===== src/source/mips_pkg.sv =====
`default_nettype none

package mips_pkg;

    // Datapath and storage sizes
    localparam int LEN         = 32;
    localparam int NB_REG_ADDR = 5;
    localparam int NUM_REGS    = 32;
    localparam int IM_DEPTH    = 64;
    localparam int NB_IM_ADDR  = 6;
    localparam int DM_DEPTH    = 64;
    localparam int NB_DM_ADDR  = 6;
    localparam int NB_OPCODE   = 6;
    localparam int NB_ALU_OP   = 3;
    localparam int NB_FWD      = 2;

    //////////////////////////////
    // Instruction encodings
    //////////////////////////////
    localparam logic [NB_OPCODE-1:0] OP_RTYPE = 6'h00;
    localparam logic [NB_OPCODE-1:0] OP_ADDIU = 6'h09;
    localparam logic [NB_OPCODE-1:0] OP_LW    = 6'h23;
    localparam logic [NB_OPCODE-1:0] OP_SW    = 6'h2B;
    localparam logic [NB_OPCODE-1:0] OP_BEQ   = 6'h04;

    localparam logic [NB_OPCODE-1:0] FN_ADDU  = 6'h21;
    localparam logic [NB_OPCODE-1:0] FN_SUBU  = 6'h23;
    localparam logic [NB_OPCODE-1:0] FN_AND   = 6'h24;
    localparam logic [NB_OPCODE-1:0] FN_OR    = 6'h25;
    localparam logic [NB_OPCODE-1:0] FN_SLT   = 6'h2A;

    localparam logic [LEN-1:0] HALT_WORD = 32'hFFFF_FFFF;

    //////////////////////////////
    // ALU and forwarding selects
    //////////////////////////////
    localparam logic [NB_ALU_OP-1:0] ALU_ADD = 3'd0;
    localparam logic [NB_ALU_OP-1:0] ALU_SUB = 3'd1;
    localparam logic [NB_ALU_OP-1:0] ALU_AND = 3'd2;
    localparam logic [NB_ALU_OP-1:0] ALU_OR  = 3'd3;
    localparam logic [NB_ALU_OP-1:0] ALU_SLT = 3'd4;

    localparam logic [NB_FWD-1:0] FWD_REG = 2'd0;  // Value read in decode
    localparam logic [NB_FWD-1:0] FWD_MEM = 2'd1;  // EX/MEM ALU result
    localparam logic [NB_FWD-1:0] FWD_WB  = 2'd2;  // Write-back data

endpackage

`default_nettype wire

===== src/source/forwarding_unit.sv =====
`timescale 1ns/1ps
`default_nettype none

module forwarding_unit (
    input  wire [mips_pkg::NB_REG_ADDR-1:0]  i_rs,
    input  wire [mips_pkg::NB_REG_ADDR-1:0]  i_rt,
    input  wire [mips_pkg::NB_REG_ADDR-1:0]  i_mem_dest,
    input  wire                              i_mem_reg_write,
    input  wire [mips_pkg::NB_REG_ADDR-1:0]  i_wb_dest,
    input  wire                              i_wb_reg_write,
    output logic [mips_pkg::NB_FWD-1:0]      o_fwd_a,
    output logic [mips_pkg::NB_FWD-1:0]      o_fwd_b
);

    // Youngest producer wins, r0 never forwarded
    function automatic logic [mips_pkg::NB_FWD-1:0] pick_src(
        input logic [mips_pkg::NB_REG_ADDR-1:0] src
    );
        if (i_mem_reg_write && (i_mem_dest != '0) && (i_mem_dest == src)) begin
            return mips_pkg::FWD_MEM;
        end else if (i_wb_reg_write && (i_wb_dest != '0) && (i_wb_dest == src)) begin
            return mips_pkg::FWD_WB;
        end
        return mips_pkg::FWD_REG;
    endfunction

    always_comb begin
        o_fwd_a = pick_src(i_rs);
        o_fwd_b = pick_src(i_rt);
    end

endmodule

`default_nettype wire


===== config.mk =====
export PLATFORM = sky130hd
export DESIGN_NAME = forwarding_unit
export DESIGN_NICKNAME = d
export VERILOG_FILES = /design/src/source/mips_pkg.sv /design/src/source/forwarding_unit.sv
export SDC_FILE = /design/constraint.sdc
export NUM_CORES = 1
export LEC_CHECK = 0
export BUFFER_PORTS_ARGS = -buffer_cell sky130_fd_sc_hd__buf_2
export CAP_MARGIN = 30
export CORE_AREA = 8 8 45 47
export DETAILED_ROUTE_END_ITERATION = 16
export DIE_AREA = 0 0 53 55
export PLACE_DENSITY = 0.58
export SETUP_SLACK_MARGIN = 0.1
export SLEW_MARGIN = 20
export SYNTH_ARGS = -nofsm -noshare
export SYNTH_HDL_FRONTEND = slang
export SYNTH_SLANG_ARGS = --single-unit

===== constraint.sdc =====
create_clock -name vclk -period 2.22
set_input_delay 0.333 -clock vclk [all_inputs]
set_output_delay 0.333 -clock vclk [all_outputs]
set_load 0.01 [all_outputs]

==> summary.md <==
| Metric | Value |
|---|---|
| Status | `finished, final reports clean` |
| Synthesized net count | `56` |
| First-pass GRT wire length | `1.545 mm` |
| Arr. time, crit path | `1650 ps` |
| Hold_buf cts | `0` |
| Post-CTS Setup Bufs | `0` |
| Mux cell area share after synthesis | `0` |
| Core ar. | `1384 sq um` |
| Buf/Inv on CP | `2` |
| Most common cell after layout, fill and taps aside | `buf_2` |
| CTS resizes | `0` |
| Placement Cell Area | `407.9 sq um` |
| Final period util | `0.8948` |
| Synthesized area per cell | `7.581 sq um` |
| Sequential area share after synthesis | `0` |
| Number of vias per cell | `4.553` |
| Crit end category | `primary output` |
| Largest family of logic cells by synthesized area | `XOR/XNOR gates` |
| Fin util | `0.2948` |
| FP Rows | `14` |
| Max-Cap Viols | `0` |
| Switching share of total power | `0.4604` |
| Comb power frac | `1.000` |
| CP max stage delay | `530 ps` |
| Die X | `53 microns` |
| Critical Path Slowest Stage Cell | `or4_1` |
| Placer's final routability congestion estimate | `0.7226` |
| # diodes | `0` |
| Top delay family on crit path | `simple AND/OR/NAND/NOR gates` |
| Post-Synthesis Cell Area | `257.7 sq um` |
| Worst Path Required | `1890 ps` |
| Crit-path cells | `buf_2 > or4_1 > o21ai_2 > nor4_1 > nor4_1 > buf_2` |
| Crit path kind | `in -> out` |
| Crit-path max FO | `3` |
| Xor and xnor area share after synthesis | `0.6796` |
| Die ar. | `2915 sq um` |
| Antenna viol nets, final | `0` |
| Final setup TNS | `0 ps` |
| Storage cell area | `0 sq um` |
| CLK BUF | `0` |
| Synthesized instance count | `34` |
| Filler cells | `152` |
| FFs & Latches | `0` |
| Reg power frac | `0` |
| Startpoint Class | `input pin` |
| Max frequency | `503.4 MHz` |
| Count of input and output buffers | `26` |
| Net Switching | `0.03427 mW` |
| Power Dens Cells | `182.5 nW/um^2` |
| All-Layer GR Usage | `0.06376` |
| Compound-Gate Fraction of Synth Area | `0.03398` |
| Starting Density | `0.1863` |
| Final hold vios | `0` |
| Vias in the first global route | `378` |
| I/O pin cnt | `26` |
| Int Pwr | `0.04017 mW` |
| Final worst slack | `233.5 ps` |
| Slew @ Worst Pin | `380.0 ps` |
| WHS | `1013 ps` |
| Unique masters post-synth | `9` |
| Layout Cells excl Fill | `76` |
| Final setup violation count | `0` |
| Nets | `84` |
| Clk pwr share | `0` |
| Layout area overhead | `58.25%` |
| Via count | `346` |
| Simple-Gate Fraction of Synth Area | `0.2864` |
| Layout Cell Area excl Fill | `407.9 sq um` |
| Pre-CTS setup slack | `206.3 ps` |
| Initial antenna violation count | `0` |
| Drt first pass iters | `2` |
| Pwr Total | `0.07444 mW` |
| GR Overflow Total | `0` |
| Die H | `55 microns` |
| Initial DRC count | `1` |
| Total Routed Length | `967 microns` |
| Crit path time final | `1986 ps` |
| HP Class | `in -> out` |
| Post-Place Cells | `76` |
| Largest net degree at the start of global routing | `4` |
| Slew Viols, Final | `0` |
| Static Leak | `0.1747 nW` |
| Most frequent cells in the layout | `buf_2 (26), xnor2_1 (16), xor2_1 (4), nor4_1 (4)` |
| Unrepaired setup endpoints after global routing | `no` |
| Slew HR | `0.7444` |
| Drt wl/cell | `12.72 microns` |
| Area occupied by multi-input gates | `257.7 sq um` |
| Yosys Warn Count | `0` |
| VDD IR max | `0.05833 mV` |
| DRC violation count after routing | `0` |
| Share of cells above drive strength 1 | `0.4500` |
| Adder-Cell Fraction of Synth Area | `0` |
-- worst paths after layout --
kind | from | depth (start not counted) | end | slack [ps]
hold / removal | i_wb_reg_write | 4 | o_fwd_a[1] | 1010
setup / recovery | i_mem_dest[0] | 6 | o_fwd_a[1] | 230
-- per-layer routing --
| layer | track usage | vias up | wire, microns |
|---|---|---|---|
| met5 | 0 | - | 0 |
| met3 | 0.02941 | 0 | 164 |
| li1 | - | 174 | - |
| met4 | 0 | 0 | 0 |
| met2 | 0.1055 | 19 | 383 |
| met1 | 0.07843 | 153 | 419 |
-- cell type report --
class | count | share of cell area
well taps | 16 | 0.04908
multi-input cells | 34 | 0.6319
repair buffers | 26 | 0.3190
-- power by group through the flow --
stage | Combinational [mW] | Clock, mW | Sequential (mW)
finish | 0.0744 | 0 | 0
global route | 0.0819 | 0 | 0
CTS | 0.0755 | 0 | 0
detailed placement | 0.0753 | 0 | 0
global placement | 0.0742 | 0 | 0
floorplan | 0.0374 | 0 | 0
-- cell families after synthesis --
group            after synthesis
XOR/XNOR                      20
AND/OR/NAND/NOR               13
AO/OA/AOI/OAI                  1
-- cell usage after synthesis (all sizes together) --
| library cell | count | share of area |
|---|---|---|
| nand4 | 2 | 0.049 |
| xor2 | 4 | 0.14 |
| nor4 | 4 | 0.097 |
| or4 | 2 | 0.058 |
| nand3 | 2 | 0.039 |
| xnor2 | 16 | 0.54 |
| nor2 | 1 | 0.015 |
| nand2 | 2 | 0.029 |
| o21ai | 1 | 0.034 |
Note: power is estimated with default switching activity, not from simulation.
