### src/source/mips_pkg.sv
`default_nettype none

package mips_pkg;

    // Datapath and storage sizes
    localparam int LEN         = 32;
    localparam int NB_REG_ADDR = 5;
    localparam int NUM_REGS    = 32;
    localparam int IM_DEPTH    = 64;
    localparam int NB_IM_ADDR  = 6;
    localparam int DM_DEPTH    = 64;
    localparam int NB_DM_ADDR  = 6;
    localparam int NB_OPCODE   = 6;
    localparam int NB_ALU_OP   = 3;
    localparam int NB_FWD      = 2;

    //////////////////////////////
    // Instruction encodings
    //////////////////////////////
    localparam logic [NB_OPCODE-1:0] OP_RTYPE = 6'h00;
    localparam logic [NB_OPCODE-1:0] OP_ADDIU = 6'h09;
    localparam logic [NB_OPCODE-1:0] OP_LW    = 6'h23;
    localparam logic [NB_OPCODE-1:0] OP_SW    = 6'h2B;
    localparam logic [NB_OPCODE-1:0] OP_BEQ   = 6'h04;

    localparam logic [NB_OPCODE-1:0] FN_ADDU  = 6'h21;
    localparam logic [NB_OPCODE-1:0] FN_SUBU  = 6'h23;
    localparam logic [NB_OPCODE-1:0] FN_AND   = 6'h24;
    localparam logic [NB_OPCODE-1:0] FN_OR    = 6'h25;
    localparam logic [NB_OPCODE-1:0] FN_SLT   = 6'h2A;

    localparam logic [LEN-1:0] HALT_WORD = 32'hFFFF_FFFF;

    //////////////////////////////
    // ALU and forwarding selects
    //////////////////////////////
    localparam logic [NB_ALU_OP-1:0] ALU_ADD = 3'd0;
    localparam logic [NB_ALU_OP-1:0] ALU_SUB = 3'd1;
    localparam logic [NB_ALU_OP-1:0] ALU_AND = 3'd2;
    localparam logic [NB_ALU_OP-1:0] ALU_OR  = 3'd3;
    localparam logic [NB_ALU_OP-1:0] ALU_SLT = 3'd4;

    localparam logic [NB_FWD-1:0] FWD_REG = 2'd0;  // Value read in decode
    localparam logic [NB_FWD-1:0] FWD_MEM = 2'd1;  // EX/MEM ALU result
    localparam logic [NB_FWD-1:0] FWD_WB  = 2'd2;  // Write-back data

endpackage

`default_nettype wire
### src/source/instruction_fetch.sv
`timescale 1ns/1ps
`default_nettype none

module instruction_fetch (
    input  wire                              i_clk,
    input  wire                              i_rst,
    input  wire                              i_load,
    input  wire [mips_pkg::NB_IM_ADDR-1:0]   i_load_addr,
    input  wire [mips_pkg::LEN-1:0]          i_load_data,
    input  wire                              i_stall,
    input  wire                              i_pc_src,
    input  wire [mips_pkg::LEN-1:0]          i_branch_target,
    output logic [mips_pkg::LEN-1:0]         o_instr,
    output logic [mips_pkg::LEN-1:0]         o_pc_plus4,
    output logic [mips_pkg::LEN-1:0]         o_pc
);

    logic [mips_pkg::LEN-1:0] imem [mips_pkg::IM_DEPTH];
    logic [mips_pkg::LEN-1:0] fetch_word;
    logic [mips_pkg::LEN-1:0] pc_plus4;
    logic                     fetch_halt;
    logic                     halted;       // HALT already sent down

    // Program load, works in or out of reset
    always_ff @(posedge i_clk) begin
        if (i_load) begin
            imem[i_load_addr] <= i_load_data;
        end
    end

    assign fetch_word = imem[o_pc[mips_pkg::NB_IM_ADDR+1:2]];  // Word addressed
    assign pc_plus4   = o_pc + mips_pkg::LEN'(4);
    assign fetch_halt = (fetch_word == mips_pkg::HALT_WORD);

    // PC and halt freeze
    always_ff @(posedge i_clk) begin
        if (i_rst) begin
            o_pc   <= '0;
            halted <= 1'b0;
        end else if (i_pc_src) begin
            o_pc   <= i_branch_target;
            halted <= 1'b0;                  // Flush lifts the freeze
        end else if (!i_stall) begin
            if (fetch_halt) begin
                halted <= 1'b1;
            end else begin
                o_pc <= pc_plus4;
            end
        end
    end

    //////////////////////////////
    // IF/ID latch
    //////////////////////////////
    always_ff @(posedge i_clk) begin
        if (i_rst || i_pc_src) begin
            o_instr <= '0;                   // All-zero word decodes as no-op
        end else if (!i_stall) begin
            o_instr <= halted ? '0 : fetch_word;
        end
    end

    always_ff @(posedge i_clk) begin
        if (!i_stall) begin
            o_pc_plus4 <= pc_plus4;
        end
    end

endmodule

`default_nettype wire

### config.mk
export PLATFORM = sky130hd
export DESIGN_NAME = instruction_fetch
export DESIGN_NICKNAME = d
export VERILOG_FILES = /design/src/source/mips_pkg.sv /design/src/source/instruction_fetch.sv
export SDC_FILE = /design/constraint.sdc
export NUM_CORES = 2
export LEC_CHECK = 0
export ABC_CLOCK_PERIOD_IN_PS = 5000
export BUFFER_PORTS_ARGS = -buffer_cell sky130_fd_sc_hd__buf_2
export CELL_PAD_IN_SITES_DETAIL_PLACEMENT = 1
export CELL_PAD_IN_SITES_GLOBAL_PLACEMENT = 1
export CORE_MARGIN = 3
export CORE_UTILIZATION = 55
export CTS_CLUSTER_SIZE = 24
export DETAILED_ROUTE_END_ITERATION = 8
export PLACE_DENSITY = 0.76
export SLEW_MARGIN = 20
export SYNTH_ARGS = -nofsm -noshare
export SYNTH_HDL_FRONTEND = slang
export SYNTH_SLANG_ARGS = --single-unit
### constraint.sdc
create_clock -name i_clk -period 5 [get_ports i_clk]
set_input_delay 0.5 -clock i_clk [delete_from_list [all_inputs] [get_ports i_clk]]
set_output_delay 0.5 -clock i_clk [all_outputs]
set_load 0.005 [all_outputs]
==> results.ini <==
[run_status]
outcome=finished with violations
violations=setup timing

[yosys]
synth_edf_count=2080
ys_seq_elements=2151
yosys_warnings=0
ys_types=83
synthFlopType=edfxtp_1
synthCells=4148
synth_area_sq_mm=0.08376
async_flop_share_pct=0
yosysTopAreaCell=edfxtp_1
synth_top_area_share_pct=74.57
ys_seq_area_share_pct=76.27
yosys-top-cells-count=edfxtp_1, mux4_2, mux2i_1
ys_top_cells_by_area=edfxtp_1, mux4_2, mux2i_1, dfxtp_1, a22oi_1
yosysMostFrequentCell=edfxtp_1
avgSynthCellArea_sq_um=20.19
syn_nets=4224

[placed_design]
hpwl_mm=161.0
placed_area_sq_mm=0.08862
io_buffers=170
place.gp.congestion=0.8819
dpl.cell_count=6401
dp_worst_setup_slack_ns=-0.02087

[worst_setup_path]
slowest_stage=and2_1
worstPathMaxFanout=25
slowest_delay_ns=0.93
crit_type=reg2reg
crit_path_end_kind=register
start_kind=register
critical_path_arrival_ns=5.73
crit_buf_inv=3
cp_top_family=simple AND/OR/NAND/NOR gates
required_ns=5.72
crit_chain=and2_1 -> nand4_1 -> nand3_1 -> nor4_2 -> nor4b_1 -> nand4_1 -> buf_12 -> o41ai_4 -> buf_12 -> buf_4 -> nor4_1 -> o311a_1

[drt]
drc=0
wl_mm=267.2
dr_total_vias=47450
drtAntennaViolNets=0
drt_iter0_drc=7942
vias_per_cell=6.934
wl_per_cell_microns=39.04
dr.pass1.iters=6

[floorplan]
core_sq_mm=0.1505
io_pins=171
initial_core_util_pct=55.66
die_w_microns=396.2
dieArea_sq_mm=0.1570
die_h_microns=396.2
rows=142

[clocking]
clk_pin_slew_ns=0.06
htreeDepth=4
cts_buffer_depth=3
clk_latency_ns=0.85
clock_sinks=2151
tritoncts=built
numCtsBuffers=208
clk_root_buffer_cell=clkbuf_16

[finish]
fin_nets=4708
fin_cells=6843
area_delta_synth_final_pct=14.52
design_area_sq_mm=0.09592
utilization_pct=63.74
layout-drive-gt1-share_pct=26.68

[timing]
finalSetupViolCount=1
whs_ns=0.04991
min_period_ns=5.014
relSlewSlack_pct=20.49
hold_viol_final=0
worst_pin_slew_ns=1.190
drv_slew=0
max_freq_mhz=199.5
setup_ws_ns=-0.01360
fin_skew_ns=0.03247
rsz0062_at_grt=no
period_share_pct=100.3

[global_routing]
grt_start_max_net_pins=65
grt.overflow.total=0
grt_pass1_vias=48640
grt_pass1_wl_mm=374.7
grt_usage_pct=34.04
antenna_found_initial=20

[power_and_ir_drop]
ir_worst_vdd_mv=0.3643
power_density_mw_per_mm2=403.5
power_leakage_nw=30.80

[min_path]
hold_class=in2reg

[flow_run]
drv_cap=0

## routing by layer
layer | global-route usage, % | routed length [microns] | up-vias
met2 | 52.45 | 124700 | 3798
li1 | - | - | 18200
met1 | 46.61 | 95410 | 24720
met4 | 13.90 | 12000 | 14
met5 | 0 | 94 | -
met3 | 9.262 | 34950 | 721
## final timing paths
| kind | start | endpoint | slack (ns) | depth (start not counted) |
|---|---|---|---|---|
| setup / recovery | register | o_pc[30] | -0.01 | 12 |
| hold / removal | i_branch_target[22] | o_pc[22] | 0.05 | 3 |
| setup reg to reg | register | o_pc[30] | -0.01 | 12 |
| hold reg to reg | o_instr[26] | o_instr[26] | 0.46 | 2 |
## metrics by stage
step,setup TNS [ns],total power [mW]
6_report,-0.01360,38.70
5_1_grt,0,39.60
4_1_cts,0,38.65
3_5_place_dp,-0.02087,23.34
3_3_place_gp,0,23.23
2_1_floorplan,0,21.99
## placed cells by master (no fill, tap or decap), types with 37 or more instances in the layout
| master | count |
|---|---|
| dfxtp_1 | 65 |
| mux4_2 | 374 |
| nor2_1 | 105 |
| edfxtp_1 | 2080 |
| mux2i_1 | 306 |
| buf_4 | 295 |
| nand3_1 | 86 |
| buf_12 | 37 |
| clkbuf_1 | 61 |
| o22ai_1 | 56 |
| nor2_4 | 63 |
| a21oi_1 | 52 |
| nand2_1 | 140 |
| buf_2 | 148 |
| a22oi_1 | 128 |
| clkbuf_16 | 213 |
## worst min-delay path: cells and delay by family
kind                   cells  cell delay (ns)
buffers and inverters      1             0.11
and+or+nand+nor            1             0.14
AOI/OAI and AO/OA          1             0.07
## cell families after synthesis
| family | count (synthesis) | synth area share, % |
|---|---|---|
| and+or+nand+nor | 578 | 3.284 |
| adders and majority gates | 1 | 0.01494 |
| AOI/OAI and AO/OA | 433 | 3.741 |
| buffers and inverters | 251 | 2.175 |
| xor gates and xnor gates | 29 | 0.3033 |
| muxes | 705 | 14.21 |
| DFF | 2151 | 76.27 |
## sequential cells by signal, summed over array words and instances, names as in the netlist, named ones only
register / flops
o_pc: 32
o_instr: 32
o_pc_plus4: 32
halted: 1
imem: 2048
## cell type report
class / count / area, sq um
multi-input cells: 1746 / 18620
diodes: 11 / 27.53
clock buffers: 289 / 5754
inverters: 12 / 45.04
clock inverters: 105 / 919.6
repair buffers: 513 / 4131
flip-flops and latches: 2151 / 63900
well taps: 2016 / 2522
fillers: 12440 / 54570
## power breakdown
| part | leakage, nW | internal, mW | switching [mW] |
|---|---|---|---|
| clock network | 3.27 | 8.72 | 6.84 |
| logic | 8.20 | 1.14 | 1.96 |
| registers | 19.3 | 19.9 | 0.120 |
## repair_timing
item                       in CTS  in global routing
cloned                          0                  1
setup endpoints to repair       5                 30
buffers inserted                1                  9
pin swaps                       0                  2
gates resized for setup         3                 14
hold buffers                   25                  0
hold endpoints to repair       26                  0
Power figures use the tool's default switching activity.
