==> src/source/mips_pkg.sv <==
`default_nettype none

package mips_pkg;

    // Datapath and storage sizes
    localparam int LEN         = 32;
    localparam int NB_REG_ADDR = 5;
    localparam int NUM_REGS    = 32;
    localparam int IM_DEPTH    = 64;
    localparam int NB_IM_ADDR  = 6;
    localparam int DM_DEPTH    = 64;
    localparam int NB_DM_ADDR  = 6;
    localparam int NB_OPCODE   = 6;
    localparam int NB_ALU_OP   = 3;
    localparam int NB_FWD      = 2;

    //////////////////////////////
    // Instruction encodings
    //////////////////////////////
    localparam logic [NB_OPCODE-1:0] OP_RTYPE = 6'h00;
    localparam logic [NB_OPCODE-1:0] OP_ADDIU = 6'h09;
    localparam logic [NB_OPCODE-1:0] OP_LW    = 6'h23;
    localparam logic [NB_OPCODE-1:0] OP_SW    = 6'h2B;
    localparam logic [NB_OPCODE-1:0] OP_BEQ   = 6'h04;

    localparam logic [NB_OPCODE-1:0] FN_ADDU  = 6'h21;
    localparam logic [NB_OPCODE-1:0] FN_SUBU  = 6'h23;
    localparam logic [NB_OPCODE-1:0] FN_AND   = 6'h24;
    localparam logic [NB_OPCODE-1:0] FN_OR    = 6'h25;
    localparam logic [NB_OPCODE-1:0] FN_SLT   = 6'h2A;

    localparam logic [LEN-1:0] HALT_WORD = 32'hFFFF_FFFF;

    //////////////////////////////
    // ALU and forwarding selects
    //////////////////////////////
    localparam logic [NB_ALU_OP-1:0] ALU_ADD = 3'd0;
    localparam logic [NB_ALU_OP-1:0] ALU_SUB = 3'd1;
    localparam logic [NB_ALU_OP-1:0] ALU_AND = 3'd2;
    localparam logic [NB_ALU_OP-1:0] ALU_OR  = 3'd3;
    localparam logic [NB_ALU_OP-1:0] ALU_SLT = 3'd4;

    localparam logic [NB_FWD-1:0] FWD_REG = 2'd0;  // Value read in decode
    localparam logic [NB_FWD-1:0] FWD_MEM = 2'd1;  // EX/MEM ALU result
    localparam logic [NB_FWD-1:0] FWD_WB  = 2'd2;  // Write-back data

endpackage

`default_nettype wire
==> src/source/execute.sv <==
`timescale 1ns/1ps
`default_nettype none

module execute (
    input  wire                               i_clk,
    input  wire                               i_rst,
    input  wire                               i_flush,
    input  wire [mips_pkg::LEN-1:0]           i_pc_plus4,
    input  wire [mips_pkg::LEN-1:0]           i_rs_data,
    input  wire [mips_pkg::LEN-1:0]           i_rt_data,
    input  wire [mips_pkg::LEN-1:0]           i_imm,
    input  wire [mips_pkg::NB_REG_ADDR-1:0]   i_dest,
    input  wire [mips_pkg::NB_ALU_OP-1:0]     i_alu_op,
    input  wire                               i_alu_src_imm,
    input  wire                               i_reg_write,
    input  wire                               i_mem_read,
    input  wire                               i_mem_write,
    input  wire                               i_branch,
    input  wire                               i_halt,
    input  wire [mips_pkg::NB_FWD-1:0]        i_fwd_a,
    input  wire [mips_pkg::NB_FWD-1:0]        i_fwd_b,
    input  wire [mips_pkg::LEN-1:0]           i_mem_fwd_data,
    input  wire [mips_pkg::LEN-1:0]           i_wb_fwd_data,
    output logic [mips_pkg::LEN-1:0]          o_alu_result,
    output logic [mips_pkg::LEN-1:0]          o_store_data,
    output logic [mips_pkg::LEN-1:0]          o_branch_target,
    output logic                              o_zero,
    output logic [mips_pkg::NB_REG_ADDR-1:0]  o_dest,
    output logic                              o_reg_write,
    output logic                              o_mem_read,
    output logic                              o_mem_write,
    output logic                              o_branch,
    output logic                              o_halt
);

    logic [mips_pkg::LEN-1:0] op_a, op_b_reg, op_b, result;

    // Operand sources
    always_comb begin
        case (i_fwd_a)
            mips_pkg::FWD_MEM: op_a = i_mem_fwd_data;
            mips_pkg::FWD_WB:  op_a = i_wb_fwd_data;
            default:           op_a = i_rs_data;
        endcase
        case (i_fwd_b)
            mips_pkg::FWD_MEM: op_b_reg = i_mem_fwd_data;
            mips_pkg::FWD_WB:  op_b_reg = i_wb_fwd_data;
            default:           op_b_reg = i_rt_data;
        endcase
    end

    assign op_b = i_alu_src_imm ? i_imm : op_b_reg;

    //////////////////////////////
    // ALU
    //////////////////////////////
    always_comb begin
        case (i_alu_op)
            mips_pkg::ALU_SUB: result = op_a - op_b;
            mips_pkg::ALU_AND: result = op_a & op_b;
            mips_pkg::ALU_OR:  result = op_a | op_b;
            mips_pkg::ALU_SLT: result = {31'd0, $signed(op_a) < $signed(op_b)};
            default:           result = op_a + op_b;
        endcase
    end

    // EX/MEM control, bubble on flush
    always_ff @(posedge i_clk) begin
        if (i_rst || i_flush) begin
            o_reg_write <= 1'b0;
            o_mem_read  <= 1'b0;
            o_mem_write <= 1'b0;
            o_branch    <= 1'b0;
            o_halt      <= 1'b0;
        end else begin
            o_reg_write <= i_reg_write;
            o_mem_read  <= i_mem_read;
            o_mem_write <= i_mem_write;
            o_branch    <= i_branch;
            o_halt      <= i_halt;
        end
    end

    always_ff @(posedge i_clk) begin
        o_alu_result    <= result;
        o_store_data    <= op_b_reg;             // Forwarded rt for SW
        o_branch_target <= i_pc_plus4 + {i_imm[mips_pkg::LEN-3:0], 2'b00};
        o_zero          <= (result == '0);
        o_dest          <= i_dest;
    end

endmodule

`default_nettype wire

==> config.mk <==
export PLATFORM = sky130hd
export DESIGN_NAME = execute
export DESIGN_NICKNAME = d
export VERILOG_FILES = /design/src/source/mips_pkg.sv /design/src/source/execute.sv
export SDC_FILE = /design/constraint.sdc
export NUM_CORES = 1
export LEC_CHECK = 0
export ABC_CLOCK_PERIOD_IN_PS = 6300
export BUFFER_PORTS_ARGS = -buffer_cell sky130_fd_sc_hd__clkbuf_2
export CAP_MARGIN = 20
export CORE_ASPECT_RATIO = 1.2
export CORE_MARGIN = 10
export CORE_UTILIZATION = 40
export CTS_CLUSTER_DIAMETER = 50
export DETAILED_ROUTE_END_ITERATION = 6
export PLACE_DENSITY = 0.64
export SLEW_MARGIN = 25
export SYNTH_ARGS = -nofsm -noshare
export SYNTH_HDL_FRONTEND = slang
export SYNTH_SLANG_ARGS = --single-unit
==> constraint.sdc <==
create_clock -name i_clk -period 6.3 [get_ports i_clk]
set_input_delay 0.945 -clock i_clk [delete_from_list [all_inputs] [get_ports i_clk]]
set_output_delay 0.945 -clock i_clk [all_outputs]
set_load 0.1 [all_outputs]
==> impl_metrics.tcl <==
set metrics [dict create \
    core_um2 26270 \
    synth_top_family_by_area "compound AO/OA/AOI/OAI gates" \
    vias 12270 \
    synth_flop_cell "dfxtp_1" \
    synth_area_per_cell_um2 7.243 \
    dieArea_um2 33610 \
    cp.required_ns 6.61 \
    synth.top_cells.by_count "161 x inv_1, 130 x a21oi_1, 129 x ha_1" \
    critPathMaxFanout 7 \
    synth-seq-cells 107 \
    synth_area_leaders "dfxtp_1 20%, ha_1 15%, a21oi_1 6.1%" \
    finalMaxSlewViolations 0 \
    placementRows 65 \
    tns_ns 0 \
    rsz0062_at_grt "no" \
    ys.warnings.count 0 \
    crit_start "i_fwd_b[1]" \
    portBuffers 319 \
    synthAdderAreaFrac 0.1570 \
    grt_pass1_vias 12400 \
    drt-initial-drc-count 857 \
    setup_violations 0 \
    drc 0 \
    cts.sinks 107 \
    startpoint_type "input pin" \
    hp-start "i_dest[3]" \
    root_buffer "clkbuf_16" \
    period_share 0.9334 \
    synth_top_area_frac 0.2009 \
    die_height_um 198.8 \
    crit_path_end_kind "flop" \
    place_area_um2 12660 \
    postCtsSetupBuffers 0 \
    grt_usage 0.2668 \
    min_path_type "input pin to flop" \
    synth.most_common_cell "inv_1" \
    synth-compound-area-share 0.3375 \
    cts_buffers 9 \
    cts_resized 0 \
    crit_arrival_ns 6.19 \
    dr.pass1.iters 5 \
    syn-instance-count 1472 \
    design_area_um2 12960 \
    start_util 0.4059 \
    cts.clk_slew.worst_paths_ns 0.10 \
    gp_congestion 0.9868 \
    final-hold-violation-count 0 \
    cts_tree "yes" \
    synth_top_area_cell "dfxtp_1" \
    grt_remaining_overflow 0 \
    power_density_nw_per_um2 303.3 \
    dp_hpwl_um 38590 \
    muxShareOfSynthArea 0.01244 \
    htreeDepth 3 \
    wl_per_cell_um 22.20 \
    postRouteAntennaNets 0 \
    max_freq_mhz 170.1 \
    cts_max_path_buffers 2 \
    critPathKind "input pin to flop" \
    synthesis.nets 1817 \
    worst_ir_drop_vdd_mv 0.1980 \
    slew_headroom 0.4690 \
    outcome "completed" \
    syn_area_um2 10660 \
    synth_simple_gate_area_share 0.1781 \
    drive_gt1_frac 0.2292 \
    worst_pin_slew_ns 0.7948 \
    grt_start_max_net_pins 50 \
    die_w_um 169.0 \
    final_nets 2103 \
    synthArstFlopShare 0 \
    synth_xor_xnor_area_share 0.02523 \
    synth_edf_count 0 \
    via_per_inst 5.832 \
    area_growth_pct 21.59 \
    holdBufCountCts 0 \
    ios 320 \
    ys_seq_area_frac 0.2009 \
    synth_cell_types 87 \
    routed_wl_um 46690 \
    period_needed_ns 5.880 \
    cap_viol_max_count 0 \
    p_leak_nw 6.411 \
    grt_antenna_before_repair 5 \
    grt_pass1_wl_um 70350 \
    whs_ns 0.6614 \
]
==> worst max-delay path, stage by stage <==
cell      delay (ns)
clkbuf_2        0.13
inv_1           0.07
ha_1            0.24
buf_4           0.19
a22oi_1         0.07
nor2_1          0.10
a21oi_1         0.06
o21ai_0         0.51
inv_1           0.15
ha_1            0.30
or4_1           0.55
o21a_1          0.24
a221oi_1        0.27
o22ai_1         0.14
or4b_1          0.55
or4_1           0.45
nor4_1          0.36
nand4b_1        0.17
or4_1           0.51
nor4_2          0.20
==> placed cells by master, fill, tap and decap left out, types with 8 or more instances in the layout <==
cell type  instances
o21ai_0          123
o21bai_1          15
mux2i_1           11
a22oi_1           69
and3_1             9
dfxtp_1          107
clkbuf_16          9
a221oi_1           9
o211ai_1          10
nand2b_1          19
a31oi_1            8
nor4_1            13
ha_1             127
o221ai_1           8
nand3_1           25
nand2_1          128
o21a_1            15
a211oi_1          17
inv_1            161
buf_4             38
nor3_1            24
xnor2_1           20
o31ai_1           22
o2111ai_1          8
nor2b_1           11
or4_1              8
clkbuf_2         319
nor2_1           123
o22ai_1           11
a21o_1            20
and2_1            13
a21oi_1          130
==> power by group <==
group	leakage (nW)	switching, mW	internal (mW)
sequential	0.900	0.0387	0.808
combinational	5.36	1.88	0.598
clock	0.147	0.324	0.281
total	6.41	2.25	1.69
==> through the flow <==
step / instances / utilization / power, mW / setup slack (ns)
floorplan: 1472 / - / 2.732 / 0.6534
global placement: 2082 / 0.4818 / 3.316 / 0.1663
detailed placement: 2082 / 0.4818 / 3.319 / 0.07248
CTS: 2098 / 0.4930 / 3.937 / 0.4765
global route: 2103 / 0.4935 / 4.132 / 0.08079
finish: 2103 / 0.4935 / 3.932 / 0.4195
==> final timing paths <==
check        end  slack, ns  depth (start not counted)
max       o_zero       0.42                         20
min    o_dest[3]       0.66                          1
==> registers in the layout (all words and copies together) (netlist names) <==
name	cells
o_alu_result	32
o_branch	1
o_branch_target	32
o_dest	5
o_halt	1
o_mem_read	1
o_mem_write	1
o_reg_write	1
o_store_data	32
o_zero	1
==> cell families after synthesis <==
group / count (synthesis)
buffers and inverters: 245
AND/OR/NAND/NOR: 403
XOR/XNOR: 29
AO/OA/AOI/OAI: 543
multiplexers: 13
adder cells (fa/ha/maj): 132
flip-flops: 107
==> metal layers <==
layer / GRT usage / up-vias / part of all wire
li1: - / 5846 / -
met1: 0.2772 / 5744 / 0.37
met2: 0.4876 / 559 / 0.51
met3: 0.05429 / 116 / 0.071
met4: 0.1533 / 0 / 0.055
met5: 0 / - / 0
==> cell type report <==
type	instances	area, µm²
clock buffers	9	225.2
clock inverters	7	70.07
fillers	2701	13310
well taps	335	419.2
repair buffers	357	1882
inverters	163	611.8
multi-input cells	1120	7601
flip-flops and latches	107	2142
diodes	5	12.51
Note: power is estimated with default switching activity, not from simulation.
